--- src/rtl/cpu_cfg.svh ---
`ifndef CPU_CFG_SVH
`define CPU_CFG_SVH

// Datapath and register index widths
`define REG_BUS_WIDTH  32
`define REG_ADDR_WIDTH 5
`define FUNC3_WIDTH    3

// Data RAM size in words, and the word address width that goes with it
`define DMEM_DEPTH     256
`define DMEM_AW        8

// Pipeline depth, IF through WB
`define STAGE_NUM      5

// Value of an empty data or address field
`define ZERO_WORD      32'h0000_0000

`endif

--- src/rtl/cpu_pkg.sv ---
`default_nettype none

`include "cpu_cfg.svh"

package cpu_pkg;

    // Stage indices, these address bits of the stall vector
    typedef enum logic [2:0] {
        IF_STAGE = 3'd0,
        ID_STAGE = 3'd1,
        EX_STAGE = 3'd2,
        ME_STAGE = 3'd3,
        WB_STAGE = 3'd4
    } stage_e;

    typedef enum logic [3:0] {
        ALU_ADD   = 4'd0,
        ALU_SUB   = 4'd1,
        ALU_AND   = 4'd2,
        ALU_OR    = 4'd3,
        ALU_XOR   = 4'd4,
        ALU_SLL   = 4'd5,
        ALU_SRL   = 4'd6,
        ALU_SLT   = 4'd7,   // Signed compare
        ALU_PASSB = 4'd8    // Second operand straight through
    } alu_op_e;

    // Load/store width codes, same values as the RISC-V func3 field
    typedef enum logic [`FUNC3_WIDTH-1:0] {
        F3_B  = 3'b000,
        F3_H  = 3'b001,
        F3_W  = 3'b010,
        F3_BU = 3'b100,
        F3_HU = 3'b101
    } mem_func3_e;

    // One bit per stage, set means the stage holds its contents
    typedef logic [`STAGE_NUM-1:0] stall_t;

endpackage

`default_nettype wire

--- src/rtl/ex_mem_if.sv ---
`timescale 1ns/10ps
`default_nettype none

`include "cpu_cfg.svh"

interface ex_mem_if;

    logic [`REG_BUS_WIDTH-1:0]  pc;
    logic [`REG_ADDR_WIDTH-1:0] rd;
    logic                       wreg;
    logic [`REG_BUS_WIDTH-1:0]  wdata;      // ALU result or memory address
    logic [`REG_BUS_WIDTH-1:0]  wreg_data;  // Store data
    logic                       memrd;
    logic                       memwr;
    logic [`FUNC3_WIDTH-1:0]    func3;
    logic                       in_delayslot;

    modport producer (
        output pc, rd, wreg, wdata, wreg_data,
        output memrd, memwr, func3, in_delayslot
    );

    modport consumer (
        input pc, rd, wreg, wdata, wreg_data,
        input memrd, memwr, func3, in_delayslot
    );

endinterface

`default_nettype wire

--- src/rtl/ex_stage.sv ---
`timescale 1ns/10ps
`default_nettype none

`include "cpu_cfg.svh"

module ex_stage
    import cpu_pkg::*;
(
    input  logic [`REG_BUS_WIDTH-1:0]  pc,
    input  logic [`REG_BUS_WIDTH-1:0]  op_a,
    input  logic [`REG_BUS_WIDTH-1:0]  op_b,
    input  logic [`REG_BUS_WIDTH-1:0]  imm,
    input  logic                       use_imm,
    input  alu_op_e                    alu_op,
    input  logic [`REG_ADDR_WIDTH-1:0] rd,
    input  logic                       wreg,
    input  logic                       memrd,
    input  logic                       memwr,
    input  logic [`FUNC3_WIDTH-1:0]    func3,
    input  logic                       in_delayslot,

    ex_mem_if.producer                 ex_bus
);

    localparam int SHAMT_W = $clog2(`REG_BUS_WIDTH);

    logic [`REG_BUS_WIDTH-1:0] alu_b;
    logic [`REG_BUS_WIDTH-1:0] alu_res;
    logic [`REG_BUS_WIDTH-1:0] mem_addr;
    logic                      is_mem;

    assign alu_b    = use_imm ? imm : op_b;
    assign mem_addr = op_a + imm;   // Loads and stores always add the offset
    assign is_mem   = memrd | memwr;

    always_comb begin
        case (alu_op)
            ALU_ADD:   alu_res = op_a + alu_b;
            ALU_SUB:   alu_res = op_a - alu_b;
            ALU_AND:   alu_res = op_a & alu_b;
            ALU_OR:    alu_res = op_a | alu_b;
            ALU_XOR:   alu_res = op_a ^ alu_b;
            ALU_SLL:   alu_res = op_a << alu_b[SHAMT_W-1:0];
            ALU_SRL:   alu_res = op_a >> alu_b[SHAMT_W-1:0];
            ALU_SLT:   alu_res = `REG_BUS_WIDTH'($signed(op_a) < $signed(alu_b));
            ALU_PASSB: alu_res = alu_b;
            default:   alu_res = `ZERO_WORD;
        endcase
    end

    // Address replaces the ALU result for memory operations
    assign ex_bus.wdata        = is_mem ? mem_addr : alu_res;
    assign ex_bus.wreg_data    = op_b;
    assign ex_bus.pc           = pc;
    assign ex_bus.rd           = rd;
    assign ex_bus.wreg         = wreg;
    assign ex_bus.memrd        = memrd;
    assign ex_bus.memwr        = memwr;
    assign ex_bus.func3        = func3;
    assign ex_bus.in_delayslot = in_delayslot;

endmodule

`default_nettype wire

--- src/flat_wrapper.sv ---
// flat-port wrapper written by rule: the top's interface ports become plain ports
module ex_stage_flat import cpu_pkg::*;
  (pc, op_a, op_b, imm, use_imm, alu_op, rd, wreg, memrd, memwr, func3, in_delayslot, ex_bus_pc, ex_bus_rd, ex_bus_wreg, ex_bus_wdata, ex_bus_wreg_data, ex_bus_memrd, ex_bus_memwr, ex_bus_func3, ex_bus_in_delayslot);
  ex_mem_if ex_bus_i ();
  input  logic [`REG_BUS_WIDTH-1:0] pc;
  input  logic [`REG_BUS_WIDTH-1:0] op_a;
  input  logic [`REG_BUS_WIDTH-1:0] op_b;
  input  logic [`REG_BUS_WIDTH-1:0] imm;
  input  logic use_imm;
  input  alu_op_e alu_op;
  input  logic [`REG_ADDR_WIDTH-1:0] rd;
  input  logic wreg;
  input  logic memrd;
  input  logic memwr;
  input  logic [`FUNC3_WIDTH-1:0] func3;
  input  logic in_delayslot;
  output wire logic [$bits(ex_bus_i.pc)-1:0] ex_bus_pc;
  output wire logic [$bits(ex_bus_i.rd)-1:0] ex_bus_rd;
  output wire logic [$bits(ex_bus_i.wreg)-1:0] ex_bus_wreg;
  output wire logic [$bits(ex_bus_i.wdata)-1:0] ex_bus_wdata;
  output wire logic [$bits(ex_bus_i.wreg_data)-1:0] ex_bus_wreg_data;
  output wire logic [$bits(ex_bus_i.memrd)-1:0] ex_bus_memrd;
  output wire logic [$bits(ex_bus_i.memwr)-1:0] ex_bus_memwr;
  output wire logic [$bits(ex_bus_i.func3)-1:0] ex_bus_func3;
  output wire logic [$bits(ex_bus_i.in_delayslot)-1:0] ex_bus_in_delayslot;
  assign ex_bus_pc = ex_bus_i.pc;
  assign ex_bus_rd = ex_bus_i.rd;
  assign ex_bus_wreg = ex_bus_i.wreg;
  assign ex_bus_wdata = ex_bus_i.wdata;
  assign ex_bus_wreg_data = ex_bus_i.wreg_data;
  assign ex_bus_memrd = ex_bus_i.memrd;
  assign ex_bus_memwr = ex_bus_i.memwr;
  assign ex_bus_func3 = ex_bus_i.func3;
  assign ex_bus_in_delayslot = ex_bus_i.in_delayslot;
  ex_stage u_core (.pc(pc), .op_a(op_a), .op_b(op_b), .imm(imm), .use_imm(use_imm), .alu_op(alu_op), .rd(rd), .wreg(wreg), .memrd(memrd), .memwr(memwr), .func3(func3), .in_delayslot(in_delayslot), .ex_bus(ex_bus_i));
endmodule
--- config.mk ---
export PLATFORM = sky130hd
export DESIGN_NAME = ex_stage_flat
export DESIGN_NICKNAME = d
export VERILOG_FILES = /design/src/rtl/cpu_pkg.sv /design/src/rtl/ex_mem_if.sv /design/src/rtl/ex_stage.sv /design/src/flat_wrapper.sv
export VERILOG_INCLUDE_DIRS = /design/src /design/src/rtl
export SDC_FILE = /design/constraint.sdc
export NUM_CORES = 1
export LEC_CHECK = 0
export ABC_CLOCK_PERIOD_IN_PS = 13150
export BUFFER_PORTS_ARGS = -buffer_cell sky130_fd_sc_hd__buf_4
export CAP_MARGIN = 20
export CORE_MARGIN = 2
export CORE_UTILIZATION = 51
export DETAILED_ROUTE_END_ITERATION = 6
export PLACE_DENSITY = 0.74
export SLEW_MARGIN = 40
export SYNTH_ARGS = -nofsm -noshare
export SYNTH_HDL_FRONTEND = slang
export SYNTH_SLANG_ARGS = --single-unit
--- constraint.sdc ---
create_clock -name vclk -period 13.15
set_input_delay 0.6575 -clock vclk [all_inputs]
set_output_delay 0.6575 -clock vclk [all_outputs]
set_load 0.05 [all_outputs]
==> After elaboration in Yosys (flattened, before gate mapping) <==
Cells that the tools add are included.
{ "classes": {"n_eq_ne": 8, "shifts": 2, "add_sub_neg": 3, "n_reduce_logical": 1, "order_cmp": 1, "n_mux": 3, "n_bitwise": 4} }
{ "ops": {"columns": ["operator", "count"], "rows": [
  ["$pmux 32 s9", 1],
  ["$add 32x32->32", 2],
  ["$mux 32", 2],
  ["$and 32x32->32", 1],
  ["$lt 32x32->1", 1],
  ["$or 32x32->32", 1],
  ["$shl 32x5->32", 1],
  ["$shr 32x5->32", 1],
  ["$sub 32x32->32", 1],
  ["$xor 32x32->32", 1],
  ["$eq 4x3->1 const B", 4],
  ["$eq 4x2->1 const B", 2],
  ["$eq 4x1->1 const B", 1],
  ["$eq 4x4->1 const B", 1],
  ["$logic_not 4->1", 1],
  ["$or 1x1->1", 1]
]} }
{ "totals": {"register_bits": 0, "input_bits": 145, "wordCells": 22, "out_inout_bits": 108} }

==> Logic depth before layout (Yosys ltp) <==
{ "depth": {"word_depth": 4, "depth_mapped": 18, "ltp_nobuf": 13} }

==> Least setup slack after synthesis <==
OpenSTA, ideal clock, no wires.
{ "synth_timing": {"path_type": "in2out", "from": "input port use_imm", "to": "output port ex_bus_wdata[26]", "t_required_ns": 12.493, "path_slack_ns": 7.131, "n_path_buf": 5, "t_arrival_ns": 5.362, "path_stages": 17, "cell_sequence": "buf_4 -> mux2i_4 -> inv_2 -> buf_4 -> buf_4 -> buf_4 -> buf_2 -> ha_1 -> fa_1 -> a211oi_1 -> o211ai_1 -> a221o_2 -> o31ai_4 -> or4_1 -> nand2_1 -> o221a_2 -> o31ai_1"} }
{ "synth_between": {"elab_chain_len": 4, "word_cells_on_any_way": 10, "classes_between": "add/sub: 2; shift: 2; mux: 3; bitwise: 3"} }
{ "synth_lines": {"columns": ["element", "line_no", "rtl"], "rows": [
  ["start, declared", "flat_wrapper.sv:9", "input logic use_imm;"],
  ["$mux 32 *", "ex_stage.sv:32", "assign alu_b = use_imm ? imm : op_b;"],
  ["$sub 32x32->32 (tied with other cells)", "ex_stage.sv:39", "ALU_SUB: alu_res = op_a - alu_b;"],
  ["$pmux 32 s9 *", "ex_stage.sv:37", "case (alu_op)"],
  ["$mux 32 *", "ex_stage.sv:52", "assign ex_bus.wdata = is_mem ? mem_addr : alu_res;"],
  ["end, declared", "flat_wrapper.sv:20", "output wire logic [$bits(ex_bus_i.wdata)-1:0] ex_bus_wdata;"]
]} }
Mark *: on every way between the ends. The rest lies on a longest branch, timed or not.

==> Final worst setup path <==
{ "layout_timing": {"from": "input port use_imm", "to": "output port ex_bus_wdata[0]"} }
{ "layout_between": {"elab_chain_len": 4, "word_cells_on_any_way": 11, "classes_between": "add/sub: 2; order compare: 1; shift: 2; mux: 3; bitwise: 3"} }
{ "layout_lines": {"columns": ["element", "line_no"], "rows": [
  ["$mux 32 *", "ex_stage.sv:32"],
  ["$sub 32x32->32 (tied with other cells)", "ex_stage.sv:39"],
  ["$pmux 32 s9 *", "ex_stage.sv:37"],
  ["$mux 32 *", "ex_stage.sv:52"]
]} }
Marked as above.

==> metrics.txt <==
share of layout cells above drive strength 1=about 17%; clock group share of total power=0%; CP endpoint kind=output port; Yosys top cell area share=between 10% and 20%; highest clock rate=approximately 150 MHz; design area=11910 µm²; initial DRC count=~1800; number of sequential cells=0; mean routed wirelength per cell=~27 µm; crit start category=primary input; number of vias per cell=roughly 7.2; status=finished clean; gpl congestion=1.064; sequential area share after synthesis=0%; slew margin rel.=a little under two fifths; post-CTS setup buffers=0; synthesized instance count=~1600; actual slew at the worst max-slew pin=926.3 ps; max-slew violations=0; core footprint=around 21000 µm²; synth unique cells=just under 90; Period minus WS final=6798 ps; first-pass GRT wire length=around 73000 µm; maxcap violations=0; Logic pwr share=100.0%; switching share of power=about two thirds; Lkg Pwr=around 5.4 nW; gr usage total=a little over two fifths; cell-internal power=about 0.26 mW; Post-CTS Hold Buffers=0; power density over the cells=between 60 and 70 nW/µm²; post-synthesis net count=1838; vias in the first global route=12210; Cell Area, Synth=approximately 11000 µm²; ANT cells=0; Area after DPL=~12000 µm²; Final Cycle Share=51.70%; die height=151.6 µm; Req. time, crit path=12490 ps; multi-input logic area=approximately 9800 µm²; switching pwr=0.4939 mW; Routed Antenna Nets=0; Setup Crit Path Kind=in -> out; die width=roughly 150 µm; final hold vios=0; final net count=around 1900; Seq. cell area=0 µm²; I/O Buffers=approximately 170; Total Power=between 0.7 and 0.8 mW; synth top area cells=ha_1, mux2i_1, buf_4; Starting Density=a little over half; die area=22980 µm²; RSZ-0062 raised after global routing=false; Max IR drop VDD=about 0.044 mV; DR vias=around 13000; Post-synth top cells=nor2_1, mux2i_1, ha_1; DRC viols=0; setup TNS=0 ps; Pre-antenna DRT Iters=6; most frequent cell after synthesis=nor2_1; Setup-failing EPs final=0; cells resized by post-CTS repair=0; top cell type by total area after synthesis=ha_1; Yosys Warn Count=0; Layout area overhead=7.242%; Data arrival, critical path=roughly 6000 ps; Rows=53; initial antenna violation count=2; CLK BUF=0; Max Fanout on Critical Path=51; post-detail-place hpwl=between 30000 and 40000 µm; fillers=2082; final wirelength=49760 µm; Worst Hold Class=in -> out; Core Util, Final=around 56%; syn_area_per_cell=around 7 µm²; Reg power frac=0%; largest net degree at the start of global routing=between 50 and 60; I/O pin count=between 200 and 300; Remaining Overflow, GRT=0
==> per-layer routing <==
layer | routed length, µm | GRT usage, %
met1 | 20470 | 59.67
met3 | 6905 | 10.24
met4 | 1976 | 13.70
met5 | 13 | 0
met2 | 20400 | 60.59
==> cell type report <==
type | count | area share, %
multi-input cells | 1283 | 81.86
repair buffers | 192 | 12.10
inverters | 100 | 3.151
well taps | 275 | 2.888
==> cells in the final DEF (no fill, tap or decap), drive strengths merged, types with 10 or more instances in the layout <==
| cell type | count |
|---|---|
| a2111oi | 10 |
| a211oi | 30 |
| a21o | 35 |
| a21oi | 113 |
| a221o | 13 |
| a221oi | 33 |
| a22oi | 14 |
| a31oi | 23 |
| and3 | 11 |
| buf | 192 |
| ha | 128 |
| inv | 100 |
| mux2i | 133 |
| mux4 | 24 |
| nand2 | 118 |
| nand2b | 19 |
| nand3 | 32 |
| nor2 | 133 |
| nor2b | 13 |
| nor3 | 28 |
| o211ai | 23 |
| o21ai | 93 |
| o21bai | 14 |
| o221ai | 30 |
| o22ai | 27 |
| o31ai | 12 |
| or3 | 10 |
| xnor2 | 22 |
| xor2 | 11 |
==> worst paths after layout <==
path	start	to	slack, ps	depth (start not counted)
worst max-delay path	use_imm	ex_bus_wdata[0]	6350	17
worst min-delay path	pc[20]	ex_bus_pc[20]	1320	0
==> power groups by stage <==
stage,logic (mW),clock network [mW],registers (mW)
after global placement,0.717,0,0
final,0.749,0,0
after detailed placement,0.723,0,0
after floorplan,0.543,0,0
after CTS,0.726,0,0
after global routing,0.789,0,0
==> cell families after synthesis <==
family | after synthesis | synth area share [%]
compound gates | 548 | 34.51
simple gates | 406 | 17.02
buf+inv | 279 | 12.88
mux | 165 | 18.03
fa+ha+maj | 131 | 14.96
xor+xnor | 33 | 2.602
==> critical path, cell delays in order <==
cell	delay, ps
buf_4	500
mux2i_4	110
buf_4	360
inv_2	100
buf_4	500
ha_1	310
fa_1	230
o21bai_1	190
a2111oi_4	430
nor3_1	160
o41ai_2	540
o22ai_1	200
a21oi_1	380
nor4_1	110
o41ai_1	830
a22o_1	260
buf_4	200
==> per-stage QoR <==
step                      hold slack (ps)  worst slack (ps)  std cells
final                                1315              6352       1850
after global routing                 1315              6251       1850
after CTS                            1315              6548       1850
after detailed placement             1315              6569       1850
after global placement               1315              6673       1850
after floorplan                      1482              7131       1562
Power figures use the tool's default switching activity.
