==> config.mk <==
export PLATFORM = sky130hd
export DESIGN_NAME = ex_mem_flat
export DESIGN_NICKNAME = d
export VERILOG_FILES = /design/src/rtl/cpu_pkg.sv /design/src/rtl/ex_mem_if.sv /design/src/rtl/ex_mem.sv /design/src/flat_wrapper.sv
export VERILOG_INCLUDE_DIRS = /design/src /design/src/rtl
export SDC_FILE = /design/constraint.sdc
export NUM_CORES = 1
export LEC_CHECK = 0
export BUFFER_PORTS_ARGS = -buffer_cell sky130_fd_sc_hd__buf_2
export CORE_MARGIN = 4
export CORE_UTILIZATION = 30
export DETAILED_ROUTE_END_ITERATION = 10
export GPL_TIMING_DRIVEN = 0
export PLACE_DENSITY_LB_ADDON = 0.08
export SLEW_MARGIN = 20
export SYNTH_ARGS = -nofsm -noshare
export SYNTH_HDL_FRONTEND = slang
export SYNTH_SLANG_ARGS = --single-unit
==> constraint.sdc <==
create_clock -name clk -period 1 [get_ports clk]
set_input_delay 0.05 -clock clk [delete_from_list [all_inputs] [get_ports clk]]
set_output_delay 0.05 -clock clk [all_outputs]
set_load 0.05 [all_outputs]
==> src/rtl/cpu_cfg.svh <==
`ifndef CPU_CFG_SVH
`define CPU_CFG_SVH

// Datapath and register index widths
`define REG_BUS_WIDTH  32
`define REG_ADDR_WIDTH 5
`define FUNC3_WIDTH    3

// Data RAM size in words, and the word address width that goes with it
`define DMEM_DEPTH     256
`define DMEM_AW        8

// Pipeline depth, IF through WB
`define STAGE_NUM      5

// Value of an empty data or address field
`define ZERO_WORD      32'h0000_0000

`endif

==> src/rtl/cpu_pkg.sv <==
`default_nettype none

`include "cpu_cfg.svh"

package cpu_pkg;

    // Stage indices, these address bits of the stall vector
    typedef enum logic [2:0] {
        IF_STAGE = 3'd0,
        ID_STAGE = 3'd1,
        EX_STAGE = 3'd2,
        ME_STAGE = 3'd3,
        WB_STAGE = 3'd4
    } stage_e;

    typedef enum logic [3:0] {
        ALU_ADD   = 4'd0,
        ALU_SUB   = 4'd1,
        ALU_AND   = 4'd2,
        ALU_OR    = 4'd3,
        ALU_XOR   = 4'd4,
        ALU_SLL   = 4'd5,
        ALU_SRL   = 4'd6,
        ALU_SLT   = 4'd7,   // Signed compare
        ALU_PASSB = 4'd8    // Second operand straight through
    } alu_op_e;

    // Load/store width codes, same values as the RISC-V func3 field
    typedef enum logic [`FUNC3_WIDTH-1:0] {
        F3_B  = 3'b000,
        F3_H  = 3'b001,
        F3_W  = 3'b010,
        F3_BU = 3'b100,
        F3_HU = 3'b101
    } mem_func3_e;

    // One bit per stage, set means the stage holds its contents
    typedef logic [`STAGE_NUM-1:0] stall_t;

endpackage

`default_nettype wire

==> src/rtl/ex_mem_if.sv <==
`timescale 1ns/10ps
`default_nettype none

`include "cpu_cfg.svh"

interface ex_mem_if;

    logic [`REG_BUS_WIDTH-1:0]  pc;
    logic [`REG_ADDR_WIDTH-1:0] rd;
    logic                       wreg;
    logic [`REG_BUS_WIDTH-1:0]  wdata;      // ALU result or memory address
    logic [`REG_BUS_WIDTH-1:0]  wreg_data;  // Store data
    logic                       memrd;
    logic                       memwr;
    logic [`FUNC3_WIDTH-1:0]    func3;
    logic                       in_delayslot;

    modport producer (
        output pc, rd, wreg, wdata, wreg_data,
        output memrd, memwr, func3, in_delayslot
    );

    modport consumer (
        input pc, rd, wreg, wdata, wreg_data,
        input memrd, memwr, func3, in_delayslot
    );

endinterface

`default_nettype wire

==> src/rtl/ex_mem.sv <==
`timescale 1ns/10ps
`default_nettype none

`include "cpu_cfg.svh"

module ex_mem
    import cpu_pkg::*;
(
    input  logic       clk,
    input  logic       rstn,
    input  stall_t     stall,
    input  logic       flush,

    ex_mem_if.consumer ex_bus,
    ex_mem_if.producer mem_bus
);

    logic load_bubble;

    // EX holds while ME keeps running, so ME must see an empty slot
    assign load_bubble = flush | (stall[EX_STAGE] & ~stall[ME_STAGE]);

    always_ff @(posedge clk, negedge rstn) begin
        if (!rstn) begin
            mem_bus.pc           <= `ZERO_WORD;
            mem_bus.rd           <= '0;
            mem_bus.wreg         <= 1'b0;
            mem_bus.wdata        <= `ZERO_WORD;
            mem_bus.wreg_data    <= `ZERO_WORD;
            mem_bus.memrd        <= 1'b0;
            mem_bus.memwr        <= 1'b0;
            mem_bus.func3        <= '0;
            mem_bus.in_delayslot <= 1'b0;
        end else if (load_bubble) begin
            mem_bus.pc           <= `ZERO_WORD;
            mem_bus.rd           <= '0;
            mem_bus.wreg         <= 1'b0;
            mem_bus.wdata        <= `ZERO_WORD;
            mem_bus.wreg_data    <= `ZERO_WORD;
            mem_bus.memrd        <= 1'b0;
            mem_bus.memwr        <= 1'b0;
            mem_bus.func3        <= '0;
            mem_bus.in_delayslot <= 1'b0;
        end else if (!stall[ME_STAGE]) begin
            mem_bus.pc           <= ex_bus.pc;
            mem_bus.rd           <= ex_bus.rd;
            mem_bus.wreg         <= ex_bus.wreg;
            mem_bus.wdata        <= ex_bus.wdata;
            mem_bus.wreg_data    <= ex_bus.wreg_data;
            mem_bus.memrd        <= ex_bus.memrd;
            mem_bus.memwr        <= ex_bus.memwr;
            mem_bus.func3        <= ex_bus.func3;
            mem_bus.in_delayslot <= ex_bus.in_delayslot;
        end
        // ME stalled with no flush keeps the current instruction
    end

endmodule

`default_nettype wire

==> src/flat_wrapper.sv <==
// flat-port wrapper written by rule: the top's interface ports become plain ports
module ex_mem_flat import cpu_pkg::*;
  (clk, rstn, stall, flush, ex_bus_pc, ex_bus_rd, ex_bus_wreg, ex_bus_wdata, ex_bus_wreg_data, ex_bus_memrd, ex_bus_memwr, ex_bus_func3, ex_bus_in_delayslot, mem_bus_pc, mem_bus_rd, mem_bus_wreg, mem_bus_wdata, mem_bus_wreg_data, mem_bus_memrd, mem_bus_memwr, mem_bus_func3, mem_bus_in_delayslot);
  ex_mem_if ex_bus_i ();
  ex_mem_if mem_bus_i ();
  input  logic clk;
  input  logic rstn;
  input  stall_t stall;
  input  logic flush;
  input wire logic [$bits(ex_bus_i.pc)-1:0] ex_bus_pc;
  input wire logic [$bits(ex_bus_i.rd)-1:0] ex_bus_rd;
  input wire logic [$bits(ex_bus_i.wreg)-1:0] ex_bus_wreg;
  input wire logic [$bits(ex_bus_i.wdata)-1:0] ex_bus_wdata;
  input wire logic [$bits(ex_bus_i.wreg_data)-1:0] ex_bus_wreg_data;
  input wire logic [$bits(ex_bus_i.memrd)-1:0] ex_bus_memrd;
  input wire logic [$bits(ex_bus_i.memwr)-1:0] ex_bus_memwr;
  input wire logic [$bits(ex_bus_i.func3)-1:0] ex_bus_func3;
  input wire logic [$bits(ex_bus_i.in_delayslot)-1:0] ex_bus_in_delayslot;
  output wire logic [$bits(mem_bus_i.pc)-1:0] mem_bus_pc;
  output wire logic [$bits(mem_bus_i.rd)-1:0] mem_bus_rd;
  output wire logic [$bits(mem_bus_i.wreg)-1:0] mem_bus_wreg;
  output wire logic [$bits(mem_bus_i.wdata)-1:0] mem_bus_wdata;
  output wire logic [$bits(mem_bus_i.wreg_data)-1:0] mem_bus_wreg_data;
  output wire logic [$bits(mem_bus_i.memrd)-1:0] mem_bus_memrd;
  output wire logic [$bits(mem_bus_i.memwr)-1:0] mem_bus_memwr;
  output wire logic [$bits(mem_bus_i.func3)-1:0] mem_bus_func3;
  output wire logic [$bits(mem_bus_i.in_delayslot)-1:0] mem_bus_in_delayslot;
  assign ex_bus_i.pc = ex_bus_pc;
  assign ex_bus_i.rd = ex_bus_rd;
  assign ex_bus_i.wreg = ex_bus_wreg;
  assign ex_bus_i.wdata = ex_bus_wdata;
  assign ex_bus_i.wreg_data = ex_bus_wreg_data;
  assign ex_bus_i.memrd = ex_bus_memrd;
  assign ex_bus_i.memwr = ex_bus_memwr;
  assign ex_bus_i.func3 = ex_bus_func3;
  assign ex_bus_i.in_delayslot = ex_bus_in_delayslot;
  assign mem_bus_pc = mem_bus_i.pc;
  assign mem_bus_rd = mem_bus_i.rd;
  assign mem_bus_wreg = mem_bus_i.wreg;
  assign mem_bus_wdata = mem_bus_i.wdata;
  assign mem_bus_wreg_data = mem_bus_i.wreg_data;
  assign mem_bus_memrd = mem_bus_i.memrd;
  assign mem_bus_memwr = mem_bus_i.memwr;
  assign mem_bus_func3 = mem_bus_i.func3;
  assign mem_bus_in_delayslot = mem_bus_i.in_delayslot;
  ex_mem u_core (.clk(clk), .rstn(rstn), .stall(stall), .flush(flush), .ex_bus(ex_bus_i), .mem_bus(mem_bus_i));
endmodule
* Word level (Yosys, flattened, before mapping)
Cells that the tools add are included.
** Word-level totals
- Register bits after elaboration :: 108
- Bits in latches :: 0
- Bits in writable memories :: 0
- ROM bits :: 0
- Input bits :: 116
- Logic and storage cells :: 31
- Memories :: 0
** Cells by class
- Add/sub/neg operators :: 0
- Multiply operators :: 0
- Div/mod/pow operators :: 0
- $lt $le $gt $ge :: 0
- Eq/ne operators :: 1
- Shift operators :: 0
- Muxes and demuxes :: 18
- Bitwise gates (word level) :: 3
- Reductions and logical operators :: 0
** Operators by type and width (number)
- 2-to-1 mux 32 bit :: 6
- 2-to-1 mux 5 bit :: 2
- 2-to-1 mux 1 bit :: 8
- 2-to-1 mux 3 bit :: 2
- inequality test 2 x 1 -> 1 bit, second input constant :: 1
- bitwise AND 1 bit :: 1
- NOT 1 bit :: 1
- OR 1 bit :: 1

* Longest topological paths before layout
Gate-level depths: netlist of run 1.
- Word-level depth :: 4
- Gate-level depth with buffers :: 6

* Worst setup path before layout of run 1
Ideal clock, no wire load.
- Path kind :: input to register
- Start :: input flush
- End :: register u_core.mem_bus.wreg_data[14]
- Library setup time :: 0.096 ns
- Arrival time :: 0.990 ns
- Required time :: 0.904 ns
- Slack :: -0.086 ns
- Stages :: 6
- Path buffers :: 4
- Path through :: buf_2 or2_1 buf_6 buf_6 buf_6 o32ai_2
** On the way
- Longest elaborated chain between the ends :: 2
** RTL lines
- start, declared :: RTL line flat_wrapper.sv:9 : input logic flush;
- OR 1 bit * :: RTL line ex_mem.sv:21 : assign load_bubble = flush | (stall[EX_STAGE] & ~stall[ME_STAGE]);
- inequality test 2 x 1 -> 1 bit (no line) / 2-to-1 mux 32 bit (equally long branches)
- end, declared :: RTL line ex_mem_if.sv:19 : output pc, rd, wreg, wdata, wreg_data,
Every way passes the cells marked *; elsewhere a longest branch is shown, timed or not.
A chain may end at the register's enable or synchronous reset.

* Final worst setup path of run 1
- Start :: register u_core.mem_bus.wreg_data[11]
- End :: output mem_bus_wreg_data[11]
** RTL lines
- end, declared :: RTL line flat_wrapper.sv:23 : output wire logic [$bits(mem_bus_i.wreg_data)-1:0] mem_bus_wreg_data;
No word-level cell between the ends.

==> run metrics, run 1 <==
largest net degree at the start of global routing 70; pins over their slew limit 0; gp weighted congestion 0.804; Via density roughly 4.7; CP required 950 ps; post-synth cell types 10; Worst setup SP type flip-flop; initial core utilization between 30% and 40%; layout cells sized above 1 34.9%; Worst path slowest cell dfrtp_1; DR WL/cell 16.3 um; post-synthesis simple-gate area fraction 8.49%; static leakage about 4 nW; via count 4896; CP top delay family flip-flops; Synth Warn # 0; CP peak stage delay 390 ps; Clock Path Buffers 2; register area share after synthesis a little under three fifths; die area between 0.015 and 0.02 mm2; IO Count 224; syn_area_per_cell 10.1 um2; H-tree level count 3; largest family of logic cells by synthesized area compound AO/OA/AOI/OAI gates; area post-placement 0.00625 mm2; r2r endpoint u_core.mem_bus.rd[2]; CTS tree yes; # diodes 0; Critical R2R Launch u_core.mem_bus.rd[2]; Mapped Area a little under 0.005 mm2; syn nets 597; first-pass GRT wire length ~26000 um; Max-cap violations 0; DRC marker count from the first detailed-route iteration 182; Synth Area in XOR/XNOR 0%; Final Setup Violations 0; reg2reg setup slack 170 ps; EDFF count, synth 0; RSZ-0062 raised after global routing yes; synth cell count leaders 108 x dfrtp_1, 108 x inv_1, 108 x nand2_1; Final WS setup approximately 20 ps; All-Layer GR Usage 18.1%; Async SR Flop Fraction 100%; core box area roughly 0.016 mm2; synth top area cells dfrtp_1 56%, o32ai_1 16%, inv_1 8.4%, nand2_1 8.4%, o32ai_2 6.7%; Worst IR Drop VDD 0.727 mV; relative max-transition margin 63.4%; post-synthesis adder-cell area fraction 0%; CTS sink count 108; Die H 135 um; status finished, final reports clean; post-route cell area roughly 0.0083 mm2; Detailed Routing Iterations Pass 1 4; DRT Wirelength 17100 um; Die X-Extent 135 um; worst slew pin tran 549 ps; CP endpoint kind output port; Buf+Inv Stages, Crit Path 1; register bit total from synthesis ~110; FMAX 1.02 GHz; worst path cell trace buf_4; vias in the first global route just over 5000; # rows 46; crit path DAT 930 ps; root buf cell clkbuf_16; Worst Setup Path Type reg2out; DRC 0; dpl hpwl 10900 um; post-layout net count roughly 940; GR Overflow Total 0; mux share of post-synthesis cell area 0%; Clock transition at path regs roughly 70 ps; final number of hold-violating endpoints 0; area delta synth->final 71.2%; Final Critical Period between 900 and 1000 ps; Max FO, Critical Path 2; post-synthesis compound-gate area fraction 22.6%; area leader, netlist dfrtp_1; Hold Crit Class in2async; post-detailed-route count of antenna-violating nets 0; top-area cell type share of the netlist area 55.8%; worst slack at placement -487 ps; TritonCTS buffer count 9; initial antenna violation count 0; Worst-Skew Late Latency between 300 and 400 ps; reg2reg path depth 3; PwrDens around 1300 mW/mm2; Tcrit/Tclk final 98.0%; clock skew 0 ps; Port-buffer cells 218; Syn Inst Count 481; Primary FF master, synth dfrtp_1
==> area by class of cell <==
cell class	instances	area, um2
flip-flops and latches	108	2700
multi-input cells	217	1510
fillers	1429	7530
plain buffers	48	262
clock buffers	10	229
repair buffers	331	2860
inverters	108	405
clock inverters	6	65.1
well taps	216	270
==> registers in the layout, summed over array words and instances, names as in the netlist <==
name / count
u_core.mem_bus.wreg: 1
u_core.mem_bus.wreg_data: 32
u_core.mem_bus.memrd: 1
u_core.mem_bus.wdata: 32
u_core.mem_bus.pc: 32
u_core.mem_bus.func3: 3
u_core.mem_bus.in_delayslot: 1
u_core.mem_bus.rd: 5
u_core.mem_bus.memwr: 1
==> worst max path at each step <==
stage / startpoint / slack [ps] / cells after the start / endpoint
3_5_place_dp: stall[3] / -490 / 5 / u_core.mem_bus.wreg_data[21]
6_report: u_core.mem_bus.wreg_data[11] / 20 / 1 / mem_bus_wreg_data[11]
3_3_place_gp: rstn / -1530 / 1 / u_core.mem_bus.wdata[7]
2_1_floorplan: flush / -30 / 6 / u_core.mem_bus.wreg_data[14]
4_1_cts: u_core.mem_bus.wreg_data[21] / 0.3 / 1 / mem_bus_wreg_data[21]
5_1_grt: u_core.mem_bus.wdata[8] / -20 / 1 / mem_bus_wdata[8]
==> power by group <==
part / switching [mW] / internal [mW]
registers: 0.125 / 4.53
logic: 1.38 / 0.995
clock network: 1.64 / 1.95
total: 3.15 / 7.47
==> layer usage <==
metal	GRT usage (%)	vias to the layer above	wire length, um
li1	-	2324	-
met1	24.2	2377	7170
met4	6.44	0	309
met3	4.10	20	1150
met2	29.0	175	8430
met5	0	-	0
==> cell usage in the layout, fill, tap and decap left out, types with 2 or more instances in the layout <==
cell type,Yosys,layout
buf_2,16,125
clkinv_4,0,2
inv_1,108,108
dfrtp_1,108,108
clkbuf_2,0,10
buf_4,0,19
clkbuf_1,27,17
o32ai_2,20,20
nand2_1,108,108
clkinv_2,0,2
o32ai_1,88,88
clkbuf_16,0,9
buf_8,0,2
dlygate4sd3_1,0,109
buf_6,4,95
==> worst register-to-register path: stages, from the launching register on <==
cell and delay [ps]:
dfrtp_1 410, buf_4 140, nand2_1 70, o32ai_2 70
==> metrics by stage <==
step                      hold WS (ps)  power (mW)  std cells  util [%]  TNS [ps]
after floorplan                   -246        5.84        481         -      -629
after global placement             314        6.51        915      39.3   -200860
after detailed placement         -11.7        6.54        916      39.5    -42920
after CTS                          169        10.7       1042      51.0         0
after global routing               229        11.1       1044      52.4     -82.3
final                              185        10.6       1044      52.4         0
==> kinds of logic (layout without fill, tap and decap cells) <==
group	count (synthesis)	count (layout)
buffers and inverters	156	503
AOI/OAI and AO/OA	108	108
DFF	108	108
and+or+nand+nor	109	109
==> timing repair <==
| action | CTS | global route |
|---|---|---|
| setup endpoints to repair | 184 | 90 |
| gates resized for setup | 155 | 61 |
| hold endpoints to repair | 147 | 0 |
| hold buffers | 109 | 0 |
| setup buffers | 1 | 2 |
Note: power is estimated with default switching activity, not from simulation.
==> run 2, diff against run 1 <==
--- a/config.mk
+++ b/config.mk
@@ -6,11 +6,13 @@
 export SDC_FILE = /design/constraint.sdc
 export NUM_CORES = 1
 export LEC_CHECK = 0
+export ABC_AREA = 1
 export BUFFER_PORTS_ARGS = -buffer_cell sky130_fd_sc_hd__buf_2
 export CORE_MARGIN = 4
 export CORE_UTILIZATION = 30
 export DETAILED_ROUTE_END_ITERATION = 10
 export GPL_TIMING_DRIVEN = 0
+export MAX_ROUTING_LAYER = met4
 export PLACE_DENSITY_LB_ADDON = 0.08
 export SLEW_MARGIN = 20
 export SYNTH_ARGS = -nofsm -noshare
==> run 2 against run 1 <==
Effect of this change: final cell count rose by 22%; combinational power barely moved; die area rose by 9.8%; first-iteration DRC count rose by 6.6%; global-route usage fell by 2.5 points; sequential power rose by 1%.
==> run metrics, run 2 <==
static leakage 5.23 nW (+27%); count leader, synth nor2_1; Register Area 0.00270 mm2 (unchanged); CP peak stage delay 420 ps (+30 ps); largest net degree at the start of global routing 69 (-1.4%); DP Cell Count 1239 (+35%); Final Setup Violations 0 (unchanged); Die X-Extent 142 um (+4.8%); Final Critical Period 983 ps (+3.24 ps); relative max-transition margin 74.6% (+11 points); root buf cell clkbuf_16; number of fill cells 1855 (+30%); post-synthesis simple-gate area fraction 30.3% (+22 points); Worst setup SP type flip-flop; Non-Filler Instances 1277 (+22%); initial antenna violation count 1 (+1); # rows 48 (+4.3%); H-tree level count 3 (unchanged); PwrDens 1350 mW/mm2 (+5.2%); first-pass GRT wire length 24300 um (-8.2%); clock skew 0 ps (unchanged); FMAX 1.02 GHz (-0.33%); post-layout net count 1162 (+24%); RSZ-0062 raised after global routing yes; pins over their slew limit 0 (unchanged); Max-cap violations 0 (unchanged); CP top delay family flip-flops; Buf+Inv Stages, Crit Path 1 (unchanged); layout cells sized above 1 26.1% (-8.8 points); largest family of logic cells by synthesized area simple AND/OR/NAND/NOR gates; Worst IR Drop VDD 0.749 mV (+3.0%); post-synthesis adder-cell area fraction 0% (unchanged); Worst Setup Path Type reg2out; WHS 16.1 ps (-169 ps); Clock transition at path regs 70 ps (about the same); post-synth cell types 8 (-2); register bit total from synthesis 108 (unchanged); CP endpoint kind output port; CP required 950 ps (about the same); top-area cell type share of the netlist area 50.5% (-5.3 points); area leader, netlist dfrtp_1; Async SR Flop Fraction 100% (unchanged); clock share of power 33.5% (-0.3 points); CTS sink count 108 (unchanged); Worst-Skew Late Latency 350 ps (about the same); worst slack at placement -256 ps (+231 ps); EDFF count, synth 0 (unchanged); Max FO, Critical Path 2 (unchanged); most common cell after layout, fill and taps aside nor2_1; DR WL/cell 12.0 um (-27%); Clock Path Buffers 2 (unchanged); Logic pwr share 22.3% (about the same); P_sw 3.27 mW (+3.7%); All-Layer GR Usage 15.7% (-2.5 points); via count 4963 (+1.4%); final number of hold-violating endpoints 0 (unchanged); Mapped Area 0.00535 mm2 (+10%); post-synthesis compound-gate area fraction 0.140% (-22 points); footprint of the multi-input gates 0.00163 mm2 (+8.0%); synth cell count leaders 324 x nor2_1, 217 x inv_1, 108 x dfrtp_1, 108 x nand2_1, 31 x buf_2; Die H 142 um (+4.8%); GR Overflow Total 0 (unchanged); Primary FF master, synth dfrtp_1; Synth Warn # 0 (unchanged); DRT Wirelength 15300 um (-10%); syn nets 910 (+52%); IO Count 224 (unchanged); register area share after synthesis 50.5% (-5.3 points); die area 0.0200 mm2 (+9.8%); Syn Inst Count 794 (+65%); Sw Share 30.7% (+1.0 points); gp weighted congestion 0.744 (-7.4%); TritonCTS buffer count 9 (unchanged); synth top area cells dfrtp_1 51%, nor2_1 23%, inv_1 15%, nand2_1 7.6%, buf_2 2.9%; vias in the first global route 4787 (-6.1%); Tcrit/Tclk final 98.3% (+0.32 points); dpl hpwl 10800 um (-1.2%); Port-buffer cells 219 (+0.46%); Via density 3.89 (-17%); Seq pwr share 44.2% (+0.4 points); area delta synth->final 47.7%; DRC marker count from the first detailed-route iteration 194 (+6.6%); Hold Crit Class in2reg; initial core utilization 30.7% (+0.10 points); status finished, final reports clean; CTS tree yes; post-detailed-route count of antenna-violating nets 0 (unchanged); Regs by FF count u_core.mem_bus.pc (32), u_core.mem_bus.wdata (32), u_core.mem_bus.wreg_data (32); worst path cell trace buf_6; Design Power 10.6 mW (+0.17%); worst slew pin tran 381 ps (-167 ps); Final WS setup 17.0 ps (-3.24 ps); cell-internal power 7.37 mW (-1.3%); reg2reg setup slack 110 ps (-60 ps); Detailed Routing Iterations Pass 1 4 (unchanged); DRC 0 (unchanged); core box area 0.0174 mm2 (+10%); syn_area_per_cell 6.74 um2 (-33%); Synth Area in XOR/XNOR 0% (unchanged); mux share of post-synthesis cell area 0% (unchanged); crit path DAT 930 ps (about the same); Worst path slowest cell dfrtp_1; commonest non-fill, non-tap cells in the layout 324 x nor2_1, 217 x inv_1, 141 x buf_2, 108 x nand2_1, 108 x dfrtp_1
run 2: path summary, 6_finish.rpt:
kind,startpoint,endpoint,cells past startpoint
max,u_core.mem_bus.wdata[9],mem_bus_wdata[9],1
min,ex_bus_wreg_data[27],u_core.mem_bus.wreg_data[27],5
max reg2reg,u_core.mem_bus.wdata[5],u_core.mem_bus.wdata[5],5
min reg2reg,u_core.mem_bus.wdata[30],u_core.mem_bus.wdata[30],4
max in group asynchronous,rstn,u_core.mem_bus.wreg_data[3],3
min in group asynchronous,rstn,u_core.mem_bus.wdata[18],2
run 2: power groups by stage:
stage	sequential (mW)	clock [mW]	combinational, mW
2_1_floorplan	5.43	0	0.673
3_3_place_gp	4.74	0	2.10
3_5_place_dp	4.74	0	2.12
4_1_cts	4.69	3.74	2.35
5_1_grt	4.73	3.89	2.60
6_report	4.70	3.56	2.37
run 2: stage by stage:
step | utilization [%] | area [um2] | setup TNS (ps)
finish | 45.4 | 7900 | 0
global route | 45.4 | 7900 | -143
CTS | 44.1 | 7680 | -18.9
detailed placement | 38.8 | 6760 | -21530
global placement | 38.6 | 6730 | -192760
floorplan | - | 5350 | 0
run 2: per-layer routing:
| metal | wire [um] | global-route usage, % | vias to the layer above |
|---|---|---|---|
| met1 | 6980 | 19.8 | 2163 |
| met2 | 7080 | 24.9 | 137 |
| li1 | - | - | 2651 |
| met5 | 0 | - | - |
| met4 | 223 | 4.34 | 0 |
| met3 | 1030 | 4.35 | 12 |
run 2: cell families after synthesis:
logic type | Yosys count
buffers and inverters | 253
AOI/OAI and AO/OA | 1
and+or+nand+nor | 432
DFF | 108
run 2: final cells by class:
type	instances	area share, %
sequential	108	34.2
multi-input combinational	433	20.6
tap	225	3.56
clock inverter	4	0.633
inverter	217	10.3
clock buffer	12	2.99
buffer	36	2.58
timing repair buffer	241	25.1
antenna	1	0.0317
run 2: repair_timing:
action / CTS / global route
endpoints found under the hold margin: 55 / 0
setup buffers: 0 / 5
gates resized for setup: 163 / 48
endpoints found under the setup margin: 108 / 89
hold buffers: 16 / 0
